[config.mk]
export PLATFORM = sky130hd
export DESIGN_NAME = excitationUpdate
export DESIGN_NICKNAME = d
export VERILOG_FILES = /design/src/rtl/excUpdatePkg.sv /design/src/rtl/excitationUpdate.sv
export SDC_FILE = /design/constraint.sdc
export NUM_CORES = 1
export LEC_CHECK = 0
export ABC_CLOCK_PERIOD_IN_PS = 7870
export BUFFER_PORTS_ARGS = -buffer_cell sky130_fd_sc_hd__clkbuf_2
export CORE_AREA = 2 2 166 168
export DETAILED_ROUTE_END_ITERATION = 6
export DIE_AREA = 0 0 168 170
export PLACE_DENSITY = 0.69
export SLEW_MARGIN = 10
export SYNTH_ARGS = -nofsm -noshare
export SYNTH_HDL_FRONTEND = slang
export SYNTH_SLANG_ARGS = --single-unit
[constraint.sdc]
create_clock -name clock -period 7.87 [get_ports clock]
set_clock_uncertainty 0.05 [all_clocks]
set_input_delay 0.787 -clock clock [delete_from_list [all_inputs] [get_ports clock]]
set_output_delay 0.787 -clock clock [all_outputs]
set_load 0.05 [all_outputs]
[src/rtl/excUpdatePkg.sv]
package excUpdatePkg;

	//////////////////////////////
	// data words
	//////////////////////////////

	// q15 sample word
	typedef logic signed [15:0] word16;
	// q31 accumulator word
	typedef logic signed [31:0] word32;

	// basic operator selection
	typedef enum logic [2:0] {
		opNone,
		opAdd,
		opSub,
		opLAdd,
		opLMult,
		opLMac
	} opcode_t;

	//////////////////////////////
	// block requests and results
	//////////////////////////////

	// a is 32 bits for L_add and L_mac, low half used otherwise
	typedef struct packed {
		opcode_t op;
		word32 a;
		word16 b;
		word32 c;
	} opRequest_t;

	// short for add/sub, long for the 32-bit ops
	typedef struct packed {
		word16 short;
		word32 long;
	} opResult_t;

	// positive count shifts left
	typedef struct packed {
		word32 value;
		logic signed [15:0] count;
	} shiftRequest_t;

	// only the low addrWidth address bits reach the memory
	typedef struct packed {
		logic writeEnable;
		logic [15:0] address;
		word32 data;
	} memRequest_t;

	// half an lsb of the upper word, for round()
	localparam word32 roundBias = 32'sh00008000;

	// per-subframe inputs
	typedef struct packed {
		word16 gainPitch;
		word16 gainCode;
		word16 sharpMin;
		word16 sharpMax;
		logic [15:0] subframeBase;
		logic [15:0] subframeLength;
		logic [15:0] codeBase;
	} codecParams_t;

endpackage
[src/rtl/excitationUpdate.sv]
module excitationUpdate #(
	parameter int addrWidth = 12
) (
	input logic clock,
	input logic reset,
	input logic start,
	input excUpdatePkg::codecParams_t params,
	output excUpdatePkg::opRequest_t opRequest,
	input excUpdatePkg::opResult_t opResult,
	output excUpdatePkg::shiftRequest_t shiftRequest,
	output logic shiftReady,
	input excUpdatePkg::word32 shiftResult,
	input logic shiftDone,
	output excUpdatePkg::memRequest_t memRequest,
	input excUpdatePkg::word32 memData,
	output logic busy,
	output logic done,
	output excUpdatePkg::word16 sharp
);
	import excUpdatePkg::*;

	// keeps addresses inside the scratch array
	localparam logic [15:0] addrMask = 16'((32'd1 << addrWidth) - 1);

	typedef enum logic [3:0] {
		idle, clampHigh, clampLow, loopTest, readCode,
		accumulate, shift, round, writeBack, finish
	} state_t;

	state_t state;
	codecParams_t saved;
	// sample index i
	logic [15:0] index;
	logic [15:0] excAddress;
	logic [15:0] codeAddress;
	word32 acc;
	word16 rounded;

	//////////////////////////////
	// operator and port requests
	//////////////////////////////

	always_comb
	begin
		opRequest = '0;
		memRequest = '0;
		// L_shl(L_temp, 1)
		shiftRequest.value = acc;
		shiftRequest.count = 16'sd1;
		shiftReady = (state == shift);
		busy = (state != idle) && (state != finish);
		done = (state == finish);
		case (state)
			// sub(gainPitch, sharpMax)
			clampHigh:
			begin
				opRequest.op = opSub;
				opRequest.a = {16'h0000, saved.gainPitch};
				opRequest.b = saved.sharpMax;
			end
			// sub(sharp, sharpMin)
			clampLow:
			begin
				opRequest.op = opSub;
				opRequest.a = {16'h0000, sharp};
				opRequest.b = saved.sharpMin;
			end
			// exc[i+subframeBase] read
			loopTest:
			begin
				opRequest.op = opLAdd;
				opRequest.a = {16'h0000, index};
				opRequest.c = {16'h0000, saved.subframeBase};
				memRequest.address = opResult.long[15:0] & addrMask;
			end
			// L_mult(exc, gainPitch), code[i] read
			readCode:
			begin
				opRequest.op = opLMult;
				opRequest.a = {16'h0000, memData[15:0]};
				opRequest.b = saved.gainPitch;
				memRequest.address = codeAddress;
			end
			// L_mac(acc, code, gainCode)
			accumulate:
			begin
				opRequest.op = opLMac;
				opRequest.a = {16'h0000, memData[15:0]};
				opRequest.b = saved.gainCode;
				opRequest.c = acc;
			end
			// i++ taken on the shifter done cycle
			shift:
			begin
				opRequest.op = opAdd;
				opRequest.a = {16'h0000, index};
				opRequest.b = 16'sd1;
			end
			round:
			begin
				opRequest.op = opLAdd;
				opRequest.a = acc;
				opRequest.c = roundBias;
			end
			// store sign-extended, next code address
			writeBack:
			begin
				opRequest.op = opAdd;
				opRequest.a = {16'h0000, saved.codeBase};
				opRequest.b = index;
				memRequest.writeEnable = 1'b1;
				memRequest.address = excAddress;
				memRequest.data = {{16{rounded[15]}}, rounded};
			end
			default:
				opRequest.op = opNone;
		endcase
	end

	//////////////////////////////
	// state sequence
	//////////////////////////////

	always_ff @(posedge clock)
	begin
		if (reset)
			state <= idle;
		else
		begin
			case (state)
				idle:
					if (start)
						state <= clampHigh;
				clampHigh:
					state <= clampLow;
				// zero length skips the loop
				clampLow:
					state <= (saved.subframeLength != 16'd0) ? loopTest : finish;
				loopTest:
					state <= readCode;
				readCode:
					state <= accumulate;
				accumulate:
					state <= shift;
				shift:
					if (shiftDone)
						state <= round;
				round:
					state <= writeBack;
				// index already advanced in shift
				writeBack:
					state <= (index < saved.subframeLength) ? loopTest : finish;
				default:
					state <= idle;
			endcase
		end
	end

	// datapath registers
	always_ff @(posedge clock)
	begin
		case (state)
			idle:
				if (start)
				begin
					saved <= params;
					index <= 16'd0;
					codeAddress <= params.codeBase & addrMask;
				end
			// above max when the difference is positive
			clampHigh:
				sharp <= (!opResult.short[15] && opResult.short != 16'sd0) ?
					saved.sharpMax : saved.gainPitch;
			clampLow:
				if (opResult.short[15])
					sharp <= saved.sharpMin;
			loopTest:
				excAddress <= opResult.long[15:0] & addrMask;
			readCode:
				acc <= opResult.long;
			accumulate:
				acc <= opResult.long;
			shift:
				if (shiftDone)
				begin
					acc <= shiftResult;
					index <= opResult.short;
				end
			// upper word of the biased value
			round:
				rounded <= opResult.long[31:16];
			writeBack:
				codeAddress <= opResult.short & addrMask;
			default:
				rounded <= rounded;
		endcase
	end

endmodule

# ---- After elaboration in Yosys (flattened, before gate mapping)
# Index checks and enable logic that the tools add are counted.
dict set report totals {
  inputBits 228
  register_bits 224
  wordCells 72
  out_inout_bits 199
}
dict set report classes {
  n_eq_ne 13
  magnitude_cmp 1
  reduce_logical 22
  muxes 22
}
# op n
set ops {}
lappend ops {{$pmux W32 S6} 1}
lappend ops {{$pmux W16 S2} 3}
lappend ops {{$pmux W16 S6} 1}
lappend ops {{$pmux W32 S3} 1}
lappend ops {{$mux W16} 5}
lappend ops {{$mux W32} 2}
lappend ops {{$pmux W32 S2} 1}
lappend ops {{$pmux W16 S3} 1}
lappend ops {{$pmux W4 S9} 1}
lappend ops {{$reduce_bool A16 Y1} 2}
lappend ops {{$eq A4 B3 Y1 const B} 4}
lappend ops {{$lt A16 B16 Y1} 1}
lappend ops {{$mux W4} 4}
lappend ops {{$pmux W3 S5} 1}
lappend ops {{$reduce_and A2 Y1} 5}
lappend ops {{$reduce_or A2 Y1} 5}
lappend ops {{$eq A4 B2 Y1 const B} 2}
lappend ops {{$eq A4 B4 Y1 const B} 2}
lappend ops {{$reduce_bool A2 Y1} 4}
lappend ops {{$eq A4 B1 Y1 const B} 1}
lappend ops {{$logic_not A4 Y1} 1}
lappend ops {{$ne A2 B2 Y1 const B} 2}
lappend ops {{$ne A4 B4 Y1 const B} 1}
lappend ops {{$reduce_bool A4 Y1} 1}
lappend ops {{5 further kinds} 6}

# ---- Logic depth before layout (Yosys ltp)
# Gate-level depths: netlist of the first run.
dict set report logic_depth {
  depth_word 4
  mapped_depth 8
  ltp_nobuf 7
}

# ---- Worst setup path before layout of the first run
# Ideal clock, no wire load.
dict set report synth_path {
  path_type {input to register}
  start {in start}
  end {reg codeAddress[0], enable pin}
  slack_ns 3.490
  required_ns 7.494
  setup_time_ns 0.326
  cell_stages 2
  n_path_buf 0
  t_arrival_ns 4.004
  cell_sequence {and3_1 or2_2}
}
dict set report synth_between {
  elab_chain_len 2
}
# element line
set synth_lines {}
lappend synth_lines {{start: declaration} excitationUpdate.sv:6} ;# input logic start,
lappend synth_lines {{$ne A2 B2 Y1 (no source line)} -}
lappend synth_lines {{$reduce_and A2 Y1 (no source line)} -}
lappend synth_lines {{end signal: assignment} excitationUpdate.sv:168} ;# codeAddress <= params.codeBase & addrMask;
lappend synth_lines {{end signal: assignment} excitationUpdate.sv:193} ;# codeAddress <= opResult.short & addrMask;
lappend synth_lines {{end: declaration} excitationUpdate.sv:35} ;# logic [15:0] codeAddress;
# Every way passes these cells.
# A chain may end at the register's enable or synchronous reset.

==> out/results.ini, run 1 <==
[timing]
hold_viol_final=0
report.final.slew_viol_count=0
rsz0062_at_grt=no
final.period_utilization_pct=57.27
fin_crit_ns=4.507
hold-worst-slack_ns=0.3747
tns_ns=0
setup_viol=0
fmax_mhz=221.9
slew_headroom_pct=33.36
worst_slew_pin_slew_ns=0.9985

[yosys]
avgSynthCellArea_um2=13.78
synth_cells=740
ys_seq_area_share_pct=64.41
ys_types=48
syn_area_um2=10190
ys_warn_count=0
synth-seq-cells=220

[flow_run]
maxCapViolCount=0

[layout]
mostFrequentLayoutCells=390 x clkbuf_2, 216 x edfxtp_1, 64 x and2_1
nFillCells=2371
layout_commonest_cell=clkbuf_2
regArea_um2=6566
multi_input_area_um2=3141
nNetsFinal=1350
antenna_cells=0
layout-drive-gt1-share_pct=45.83
area_growth_pct=28.74

[drt]
dr.first_iter.drc_count=714
drt_first_pass_iters=7
drc_errors=0
route.antenna.remaining_nets=0
via_per_inst=5.279
avgRoutedWirePerCell_um=22.86
routed_wl_mm=33.54
vias=7744

[grt]
grt_overflow=0
gr-usage-all-layers_pct=22.62
antenna_found_initial=1
grt_pass1_vias=7579
grt_max_degree=67
grt_pass1_wl_mm=47.89

[place]
io_buffers=390
gp_congestion=0.8661
hpwlAfterDp_mm=24.58

[clock_tree]
postCtsSetupRepairBufs=0
cts_buffer_depth=3
cts_tree=done
cts_max_level=1
clk_latency_ns=0.53
clock_sinks=220
hold_buffers=0
cts-resized-gates=0
cts_buffers=25
root_buffer=clkbuf_16
path_clk_slew_ns=0.06

[critical_path]
endpoint_kind=primary output
reg2reg_depth=4
critPathMaxFanout=40
crit_end=opRequest[52]
worstSetupPathType=reg -> out
rr_endpoint=codeAddress[0]
cp.required_ns=7.03
r2r-start=state[3]
r2r_slack_ns=4.66
crit_start=state[0]
cp_data_arrival_time_ns=3.67
startpoint_type=flop

[floorplanning]
start_util_pct=38.25
die-area_um2=28560
core_um2=26650
row_count=60
fp.dieW_um=168
ioPinCount=427
dieHeight_um=170

[power]
p_per_area_nw_per_um2=237.1
total_power_mw=3.112
ir_worst_vdd_uv=132.1
p_leak_nw=5.546

[worst_hold_path]
hold_path_class=in -> reg

[run_status]
status=complete, no violations

-- synth_stat cells (all sizes together) --
cell | number | area, um^2
a2111o | 1 | 11.26
o211ai | 1 | 7.510
nor2 | 14 | 60.06
or2 | 2 | 12.52
inv | 31 | 116.4
a41oi | 1 | 27.53
a22o | 15 | 131.4
o21ai | 21 | 105.1
edfxtp | 216 | 6486
a221oi | 1 | 8.760
nand2 | 56 | 215.2
a22oi | 64 | 525.5
o2bb2ai | 1 | 8.760
a31oi | 1 | 6.260
a2bb2oi | 1 | 8.760
a211oi | 1 | 7.510
buf | 67 | 455.4
nand3 | 18 | 90.09
o32ai | 1 | 8.760
nor3 | 9 | 71.32
nor4 | 10 | 81.33
dfxtp | 4 | 80.08
ha | 15 | 187.7
nand4 | 18 | 112.6
mux2 | 45 | 506.7
nand2b | 4 | 32.53
a222oi | 13 | 130.1
maj3 | 1 | 10.01
a21oi | 10 | 50.05
and3 | 1 | 6.260
or3 | 1 | 6.260
mux2i | 16 | 160.2
o22ai | 1 | 6.260
clkbuf | 12 | 45.04
a21o | 1 | 7.510
and2 | 64 | 400.4
conb | 2 | 7.510
-- per-layer routing --
layer  global-route usage (%)  vias up  wire length (um)
met2                    37.59      366             16320
met4                    6.616        2               940
li1                         -     3506                 -
met1                    29.68     3812             13770
met5                        0        -                13
met3                    5.279       58              2490
-- registers in the layout (all words and copies together), names as in the netlist --
register     count
codeAddress     12
index           16
acc             32
saved          112
rounded         16
sharp           16
excAddress      12
state            4
-- through the flow --
stage                     std cells  worst slack [ns]  util (%)  cell area, um^2
after floorplan                 758             3.490         -            10260
after global placement         1421             3.931     46.09            12280
after detailed placement       1421             3.904     46.09            12280
after CTS                      1467             3.320     49.25            13130
after global routing           1467             3.114     49.25            13130
final                          1467             3.363     49.25            13130
-- worst max-delay path, stage by stage (launching register included) --
cell	delay, ns
dfxtp_1	0.86
nand2b_4	0.23
nor2_4	0.15
buf_4	0.42
or2_1	0.82
a22oi_1	0.15
nand3_1	0.15
clkbuf_2	0.33
-- cell type report --
class	count	share of cell area, %
sequential	220	50.03
multi-input combinational	428	23.93
timing repair buffer	401	15.50
clock buffer	28	4.852
tap	341	3.251
clock inverter	18	1.554
inverter	31	0.8866
-- power breakdown --
part	switching, mW	total (mW)	internal, mW
sequential	0.0521	1.44	1.39
combinational	0.347	0.471	0.124
clock	0.484	1.20	0.717
total	0.883	3.11	2.23
-- cells by family after synthesis --
logic type | count (synthesis) | share of synthesized area, %
buffers and inverters | 110 | 6.051
other | 2 | 0.07367
multiplexers | 61 | 6.541
AO/OA/AOI/OAI | 134 | 10.31
flip-flops | 220 | 64.41
adder cells (fa/ha/maj) | 16 | 1.939
AND/OR/NAND/NOR | 197 | 10.68
-- worst min-delay path by stage --
| stage | startpoint | endpoint | cells after the start |
|---|---|---|---|
| 6_report | params[36] | saved[36] | 1 |
| 5_1_grt | params[34] | saved[34] | 1 |
| 4_1_cts | params[34] | saved[34] | 1 |
| 3_5_place_dp | saved[65] | sharp[1] | 2 |
| 3_3_place_gp | saved[76] | sharp[12] | 2 |
| 2_1_floorplan | saved[79] | sharp[15] | 2 |
Note: power is estimated with default switching activity, not from simulation.
==> run 2: changes to the inputs <==
--- a/config.mk
+++ b/config.mk
@@ -5,12 +5,13 @@
 export SDC_FILE = /design/constraint.sdc
 export NUM_CORES = 1
 export LEC_CHECK = 0
-export ABC_CLOCK_PERIOD_IN_PS = 7870
+export ABC_AREA = 1
+export ABC_CLOCK_PERIOD_IN_PS = 4200
 export BUFFER_PORTS_ARGS = -buffer_cell sky130_fd_sc_hd__clkbuf_2
-export CORE_AREA = 2 2 166 168
+export CORE_AREA = 2 2 164 166
 export DETAILED_ROUTE_END_ITERATION = 6
-export DIE_AREA = 0 0 168 170
-export PLACE_DENSITY = 0.69
+export DIE_AREA = 0 0 166 168
+export PLACE_DENSITY = 0.72
 export SLEW_MARGIN = 10
 export SYNTH_ARGS = -nofsm -noshare
 export SYNTH_HDL_FRONTEND = slang
==> constraint.sdc (replaced) <==
create_clock -name clock -period 4.2 [get_ports clock]
set_clock_uncertainty 0.05 [all_clocks]
set_input_delay 0.42 -clock clock [delete_from_list [all_inputs] [get_ports clock]]
set_output_delay 0.42 -clock clock [all_outputs]
set_load 0.05 [all_outputs]
==> run 2 against run 1 <==
  * Core utilization grew 3.3 points
  * First-iteration DRC count shrank 11%
  * Clock power is 79% higher
  * Global-route usage grew 2.3 points
  * Routed wire length rose by 6.7%
  * Critical path depth unchanged
  * Final area increased by 5.5%
  * Via count up 16%
  * Sequential power increased by 120%
  * Critical path type unchanged
  * Critical endpoint is now opRequest[45]
  * Highest routed layer is now met4
==> out/results.ini, run 2 <==
[run_status]
status=complete, no violations

[clock_tree]
path_clk_slew_ns=0.07  ; about the same
root_buffer=clkbuf_16
clk_latency_ns=0.53  ; about the same
cts_tree=done
cts_max_level=1  ; unchanged
cts-resized-gates=0  ; unchanged
cts_buffers=24  ; -4.0%
cts_buffer_depth=3  ; unchanged
clock_sinks=220  ; unchanged

[timing]
slew_headroom_pct=23.00  ; -10 points
setup_viol=0  ; unchanged
hold_viol_final=0  ; unchanged
tns_ns=0  ; unchanged
report.final.slew_viol_count=0  ; unchanged
finalWorstSetupSlack_ns=0.7757  ; -2.587 ns
fin_crit_ns=3.424
final.period_utilization_pct=81.53
rsz0062_at_grt=no
fmax_mhz=292.0
worst_slew_pin_slew_ns=1.152  ; +0.1538 ns

[floorplanning]
die-area_um2=27890  ; -2.4%
core_um2=26350  ; -1.1%
dieHeight_um=168  ; -1.2%
start_util_pct=39.94  ; +1.7 points
fp.dieW_um=166  ; -1.2%
ioPinCount=427  ; unchanged
row_count=60  ; unchanged

[critical_path]
r2r_slack_ns=1.38  ; -3.28 ns
endpoint_kind=primary output
cp_data_arrival_time_ns=2.95  ; -0.72 ns
critPathMaxFanout=20  ; -50%
r2r-start=state[1]
startpoint_type=flop
crit_start=state[0]
worstSetupPathType=reg -> out
cp.required_ns=3.73  ; -3.30 ns

[grt]
antenna_found_initial=0  ; -1
grt_pass1_vias=8779  ; +16%
grt_overflow=0  ; unchanged
gr-usage-all-layers_pct=24.88  ; +2.3 points
grt_pass1_wl_mm=52.41  ; +9.4%
grt_max_degree=56  ; -16%

[yosys]
synth_edf_count=216  ; unchanged
ys_warn_count=0  ; unchanged
ys_seq_area_share_pct=62.39  ; -2.0 points
synth_area_leaders=edfxtp_1 62%, nand2_1 9.8%, nor2_1 3.9%, inv_1 3.6%, buf_4 2.9%
synth-seq-cells=220  ; unchanged
yosys.cell_count.top_type=nand2_1
synth_ff_type=edfxtp_1
post-synth-top-area-cell=edfxtp_1
syn_area_um2=10530  ; +3.2%
synth_cells=1003  ; +36%
synthTopCellsByCount=274 x nand2_1, 216 x edfxtp_1, 109 x nor2_1
synth_top_area_share_pct=61.63  ; -2.0 points
avgSynthCellArea_um2=10.49  ; -24%
ys_types=37  ; -23%
synthArstFlopShare_pct=0  ; unchanged

[layout]
nFillCells=2317  ; -2.3%
nNetsFinal=1662  ; +23%
mostFrequentLayoutCells=390 x clkbuf_2, 273 x nand2_1, 216 x edfxtp_1
antenna_cells=0  ; unchanged
largest-register=saved
layout_commonest_cell=clkbuf_2
final_core_utilization_pct=52.55  ; +3.3 points
final_cells=1776  ; +21%
layout-drive-gt1-share_pct=34.15  ; -12 points
top_regs=saved (112), acc (32)
largest_reg_flops=112  ; unchanged
design_area_um2=13850  ; +5.5%
area_growth_pct=31.55

[worst_hold_path]
hold_path_class=in -> reg
hp-start=params[79]

[place]
pre_cts_ws_ns=1.353  ; -2.551 ns
gp_congestion=0.8577  ; -0.97%
dp.cells=1685  ; +19%
hpwlAfterDp_mm=25.52  ; +3.8%
io_buffers=390  ; unchanged
placed_cell_area_um2=12560  ; +2.3%

[drt]
drt_first_pass_iters=6  ; -1
route.antenna.remaining_nets=0  ; unchanged
avgRoutedWirePerCell_um=20.14  ; -12%
via_per_inst=5.076  ; -3.8%
drc_errors=0  ; unchanged
routed_wl_mm=35.78  ; +6.7%
dr.first_iter.drc_count=637  ; -11%
vias=9015  ; +16%

[flow_run]
maxCapViolCount=0  ; unchanged

[power]
p_per_area_nw_per_um2=533.9  ; +130%
p_leak_nw=6.520  ; +18%
ir_worst_vdd_uv=412.2  ; +210%

==> run 2: changes by cell type after synthesis, sizes merged, moves of 20 or more <==
cell    previous run  this run
o21ai             21        48
mux2              45         0
a22oi             64         8
nor2              14       117
and2              64         0
nand2             56       281
a221oi             1        21
nand3             18        38
inv               31       115
==> run 2: kinds of logic (layout without fill, tap and decap cells) <==
group	count (synthesis)	in the layout	share of synthesized area (%)
compound gates	125	125	8.868
fa+ha+maj	15	15	1.783
buf+inv	191	605	9.142
flops	220	220	62.39
other cells	2	20	0.07135
simple gates	450	450	17.75
==> run 2: critical path, stage by stage, from the launching register on <==
cell,delay [ns]
dfxtp_1,0.47
inv_2,0.08
nor2_4,0.20
nand2_2,0.32
inv_1,0.66
nand2_1,0.16
nand3_1,0.21
clkbuf_2,0.31
==> run 2: final cells by class <==
class / instances / area (um^2) / area share, %
multi-input cells: 610 / 3083 / 22.27
flip-flops and latches: 220 / 6566 / 47.42
well taps: 341 / 426.7 / 3.082
clock buffers: 25 / 604.3 / 4.365
repair buffers: 448 / 2535 / 18.31
inverters: 115 / 444.2 / 3.208
clock inverters: 17 / 186.4 / 1.346
==> run 2: what timing repair did <==
item                                   4_1_cts  5_1_grt
endpoints found under the hold margin       40        9
hold buffers                                40        9
buffers inserted                             0        0
==> run 2: stage by stage <==
stage	total power, mW	hold WS [ns]
6_report	7.392	0.01781
3_5_place_dp	5.231	0.4931
5_1_grt	7.687	0.00003286
4_1_cts	7.404	0.0004991
2_1_floorplan	4.552	0.4391
3_3_place_gp	5.196	0.4864
==> run 2: path summary, 6_finish.rpt <==
path	end	cells past startpoint
worst max-delay path	opRequest[45]	7
worst min-delay path	saved[79]	1
worst max register to register	acc[4]	6
worst min register to register	sharp[10]	2
==> run 2: where the power goes <==
group          switching (mW)  internal (mW)  total [mW]
registers               0.233           2.87        3.10
clock network           0.914           1.24        2.15
logic                    1.64          0.500        2.14
==> run 2: per-layer routing <==
metal | vias up | GRT usage, % | part of all wire, %
met5 | - | 0 | 0
met2 | 503 | 42.63 | 49
met4 | 0 | 8.847 | 3.4
li1 | 4167 | - | -
met3 | 68 | 4.937 | 8.5
met1 | 4277 | 31.55 | 39
==> run 3: changes to the inputs <==
--- a/config.mk
+++ b/config.mk
@@ -5,13 +5,13 @@
 export SDC_FILE = /design/constraint.sdc
 export NUM_CORES = 1
 export LEC_CHECK = 0
-export ABC_AREA = 1
-export ABC_CLOCK_PERIOD_IN_PS = 4200
+export ABC_AREA = 0
+export ABC_CLOCK_PERIOD_IN_PS = 3500
 export BUFFER_PORTS_ARGS = -buffer_cell sky130_fd_sc_hd__clkbuf_2
-export CORE_AREA = 2 2 164 166
+export CORE_AREA = 2 2 168 170
 export DETAILED_ROUTE_END_ITERATION = 6
-export DIE_AREA = 0 0 166 168
-export PLACE_DENSITY = 0.72
+export DIE_AREA = 0 0 170 172
+export PLACE_DENSITY = 0.68
 export SLEW_MARGIN = 10
 export SYNTH_ARGS = -nofsm -noshare
 export SYNTH_HDL_FRONTEND = slang
==> constraint.sdc (replaced) <==
create_clock -name clock -period 3.5 [get_ports clock]
set_clock_uncertainty 0.05 [all_clocks]
set_input_delay 0.35 -clock clock [delete_from_list [all_inputs] [get_ports clock]]
set_output_delay 0.35 -clock clock [all_outputs]
set_load 0.05 [all_outputs]
==> run 3 against run 2 <==
  * Via count down 5.8%
  * Non-clock buffer count rose by 102
  * Cell count fell by 8.6%
  * Count of clock-buffer cells in the layout grew 3
  * Worst hold slack improved by 0.023 ns
  * Critical path depth shrank 1
  * Sequential cell count unchanged
  * Routed wire length increased by 3.7%
  * Critical endpoint is now opRequest[62]
  * Largest power group unchanged
  * Highest routed layer unchanged
==> out/results.ini, run 3 (synthesized netlist as in run 1, its figures left out) <==
[grt]
grt_max_degree=51  ; -8.9%
grt_pass1_wl_mm=51.19  ; -2.3%
gr-usage-all-layers_pct=23.82  ; -1.1 points
grt_overflow=0  ; unchanged
antenna_found_initial=3  ; +3
grt_pass1_vias=8265  ; -5.9%

[drt]
avgRoutedWirePerCell_um=22.84  ; +13%
drc_errors=0  ; unchanged
vias=8494  ; -5.8%
via_per_inst=5.230  ; +3.0%
dr.first_iter.drc_count=758  ; +19%
drt_first_pass_iters=7  ; +1
routed_wl_mm=37.10  ; +3.7%
route.antenna.remaining_nets=0  ; unchanged

[place]
hpwlAfterDp_mm=25.39  ; -0.52%
io_buffers=390  ; unchanged
placed_cell_area_um2=12450  ; -0.93%
gp_congestion=0.8432  ; -1.7%

[timing]
hold-worst-slack_ns=0.04073  ; +0.02291 ns
setup_viol=0  ; unchanged
worst_slew_pin_slew_ns=0.9722  ; -0.1801 ns
report.final.slew_viol_count=0  ; unchanged
tns_ns=0  ; unchanged
fmax_mhz=311.9
fin_crit_ns=3.206
hold_viol_final=0  ; unchanged
slew_headroom_pct=34.98  ; +12 points
final.period_utilization_pct=91.61
rsz0062_at_grt=no

[critical_path]
cp.required_ns=3.10  ; -0.63 ns
worstSetupPathType=reg -> out
critPathMaxFanout=50  ; +150%
cp_data_arrival_time_ns=2.81  ; -0.14 ns
startpoint_type=flop
endpoint_kind=primary output

[power]
p_clk_share_pct=38.2  ; +9.1 points
p_leak_nw=6.204  ; -4.9%
total_power_mw=7.256  ; -1.8%
internal-power_mw=5.212  ; +13%
pwr-share-comb_pct=17.3  ; -12 points
pwr-share-seq_pct=44.5  ; +2.6 points
swShare_pct=28.17  ; -9.5 points
ir_worst_vdd_uv=403.4  ; -2.1%
p_per_area_nw_per_um2=493.2  ; -7.6%
power_switching_mw=2.044  ; -27%

[layout]
multi_input_area_um2=3141  ; +1.9%
regArea_um2=6566  ; unchanged
nFillCells=2324  ; +0.30%
top_regs=saved (112), acc (32)
largest-register=saved
largest_reg_flops=112  ; unchanged
nNetsFinal=1499  ; -9.8%
design_area_um2=14710  ; +6.3%
layout-drive-gt1-share_pct=41.33  ; +7.2 points
area_growth_pct=44.31
mostFrequentLayoutCells=387 x clkbuf_2, 216 x edfxtp_1, 139 x dlygate4sd3_1
layout_commonest_cell=clkbuf_2
final_core_utilization_pct=53.54  ; +1.0 points

[clock_tree]
clock_sinks=220  ; unchanged
clk_latency_ns=0.53  ; about the same
cts_buffer_depth=3  ; unchanged
cts_tree=done
cts_max_level=1  ; unchanged
path_clk_slew_ns=0.06  ; about the same
root_buffer=clkbuf_16
cts_buffers=25  ; +4.2%
postCtsSetupRepairBufs=0  ; unchanged

[worst_hold_path]
hold_path_class=in -> reg

[floorplanning]
fp.dieW_um=170  ; +2.4%
row_count=61  ; +1.7%
start_util_pct=37.10  ; -2.8 points
ioPinCount=427  ; unchanged
core_um2=27480  ; +4.3%
dieHeight_um=172  ; +2.4%
die-area_um2=29240  ; +4.8%

[flow_run]
maxCapViolCount=0  ; unchanged

[run_status]
status=complete, no violations

## run 3: cell types whose count changed in the layout (fill, tap and decap cells not counted), moves of 21 or more
cell | before | now
and2_1 | 0 | 64
inv_1 | 100 | 31
mux2_2 | 0 | 45
nand2_1 | 273 | 54
o21ai_0 | 31 | 10
dlygate4sd3_1 | 49 | 139
nor2_1 | 108 | 8
a22oi_1 | 8 | 55
## run 3: power groups by stage
stage               sequential [mW]  combinational [mW]  clock (mW)
finish                         3.23                1.25        2.77
global route                   3.24                1.32        2.93
CTS                            3.22                1.24        2.81
detailed placement             3.28                1.11           0
global placement               3.27                1.10           0
floorplan                      3.34               0.619           0
## run 3: routing by layer
| layer | vias to the layer above | track usage [%] | share of wire [%] |
|---|---|---|---|
| met1 | 4168 | 31.67 | 40 |
| met4 | 0 | 7.878 | 3.0 |
| met5 | - | 0 | 0 |
| met2 | 448 | 39.84 | 50 |
| li1 | 3812 | - | - |
| met3 | 66 | 4.074 | 7.0 |
## run 3: final cells by class
class | count | share of cell area (%)
clock buffers | 28 | 4.329
clock inverters | 18 | 1.548
multi-input cells | 428 | 21.35
flip-flops and latches | 220 | 44.63
diodes | 3 | 0.05103
well taps | 346 | 2.943
inverters | 31 | 0.7910
repair buffers | 550 | 24.36
## run 3: through the flow
step | cells | setup slack, ns
detailed placement | 1436 | 0.5433
global route | 1624 | 0.09460
finish | 1624 | 0.2936
global placement | 1436 | 0.6097
floorplan | 758 | 0.02921
CTS | 1621 | 0.3103
## run 3: worst paths after layout
| check | start | end | slack [ns] | cells past startpoint |
|---|---|---|---|---|
| setup / recovery | state[2] | opRequest[62] | 0.29 | 6 |
| hold / removal | opResult[25] | rounded[9] | 0.04 | 1 |
| setup reg to reg | state[2] | acc[26] | 1.06 | 4 |
| hold reg to reg | saved[67] | sharp[3] | 0.50 | 2 |
## run 3: critical path: stages (launching register included)
cell	delay, ns
dfxtp_1	0.64
nand2b_1	0.32
nor3_4	0.07
buf_12	0.18
a22oi_1	0.62
nand3_1	0.15
clkbuf_2	0.27
## run 3: timing repair
| action | 4_1_cts | 5_1_grt |
|---|---|---|
| gates resized for setup | 1 | 0 |
| setup endpoints to repair | 3 | 0 |
| endpoints found under the hold margin | 139 | 0 |
| hold buffers | 139 | 0 |
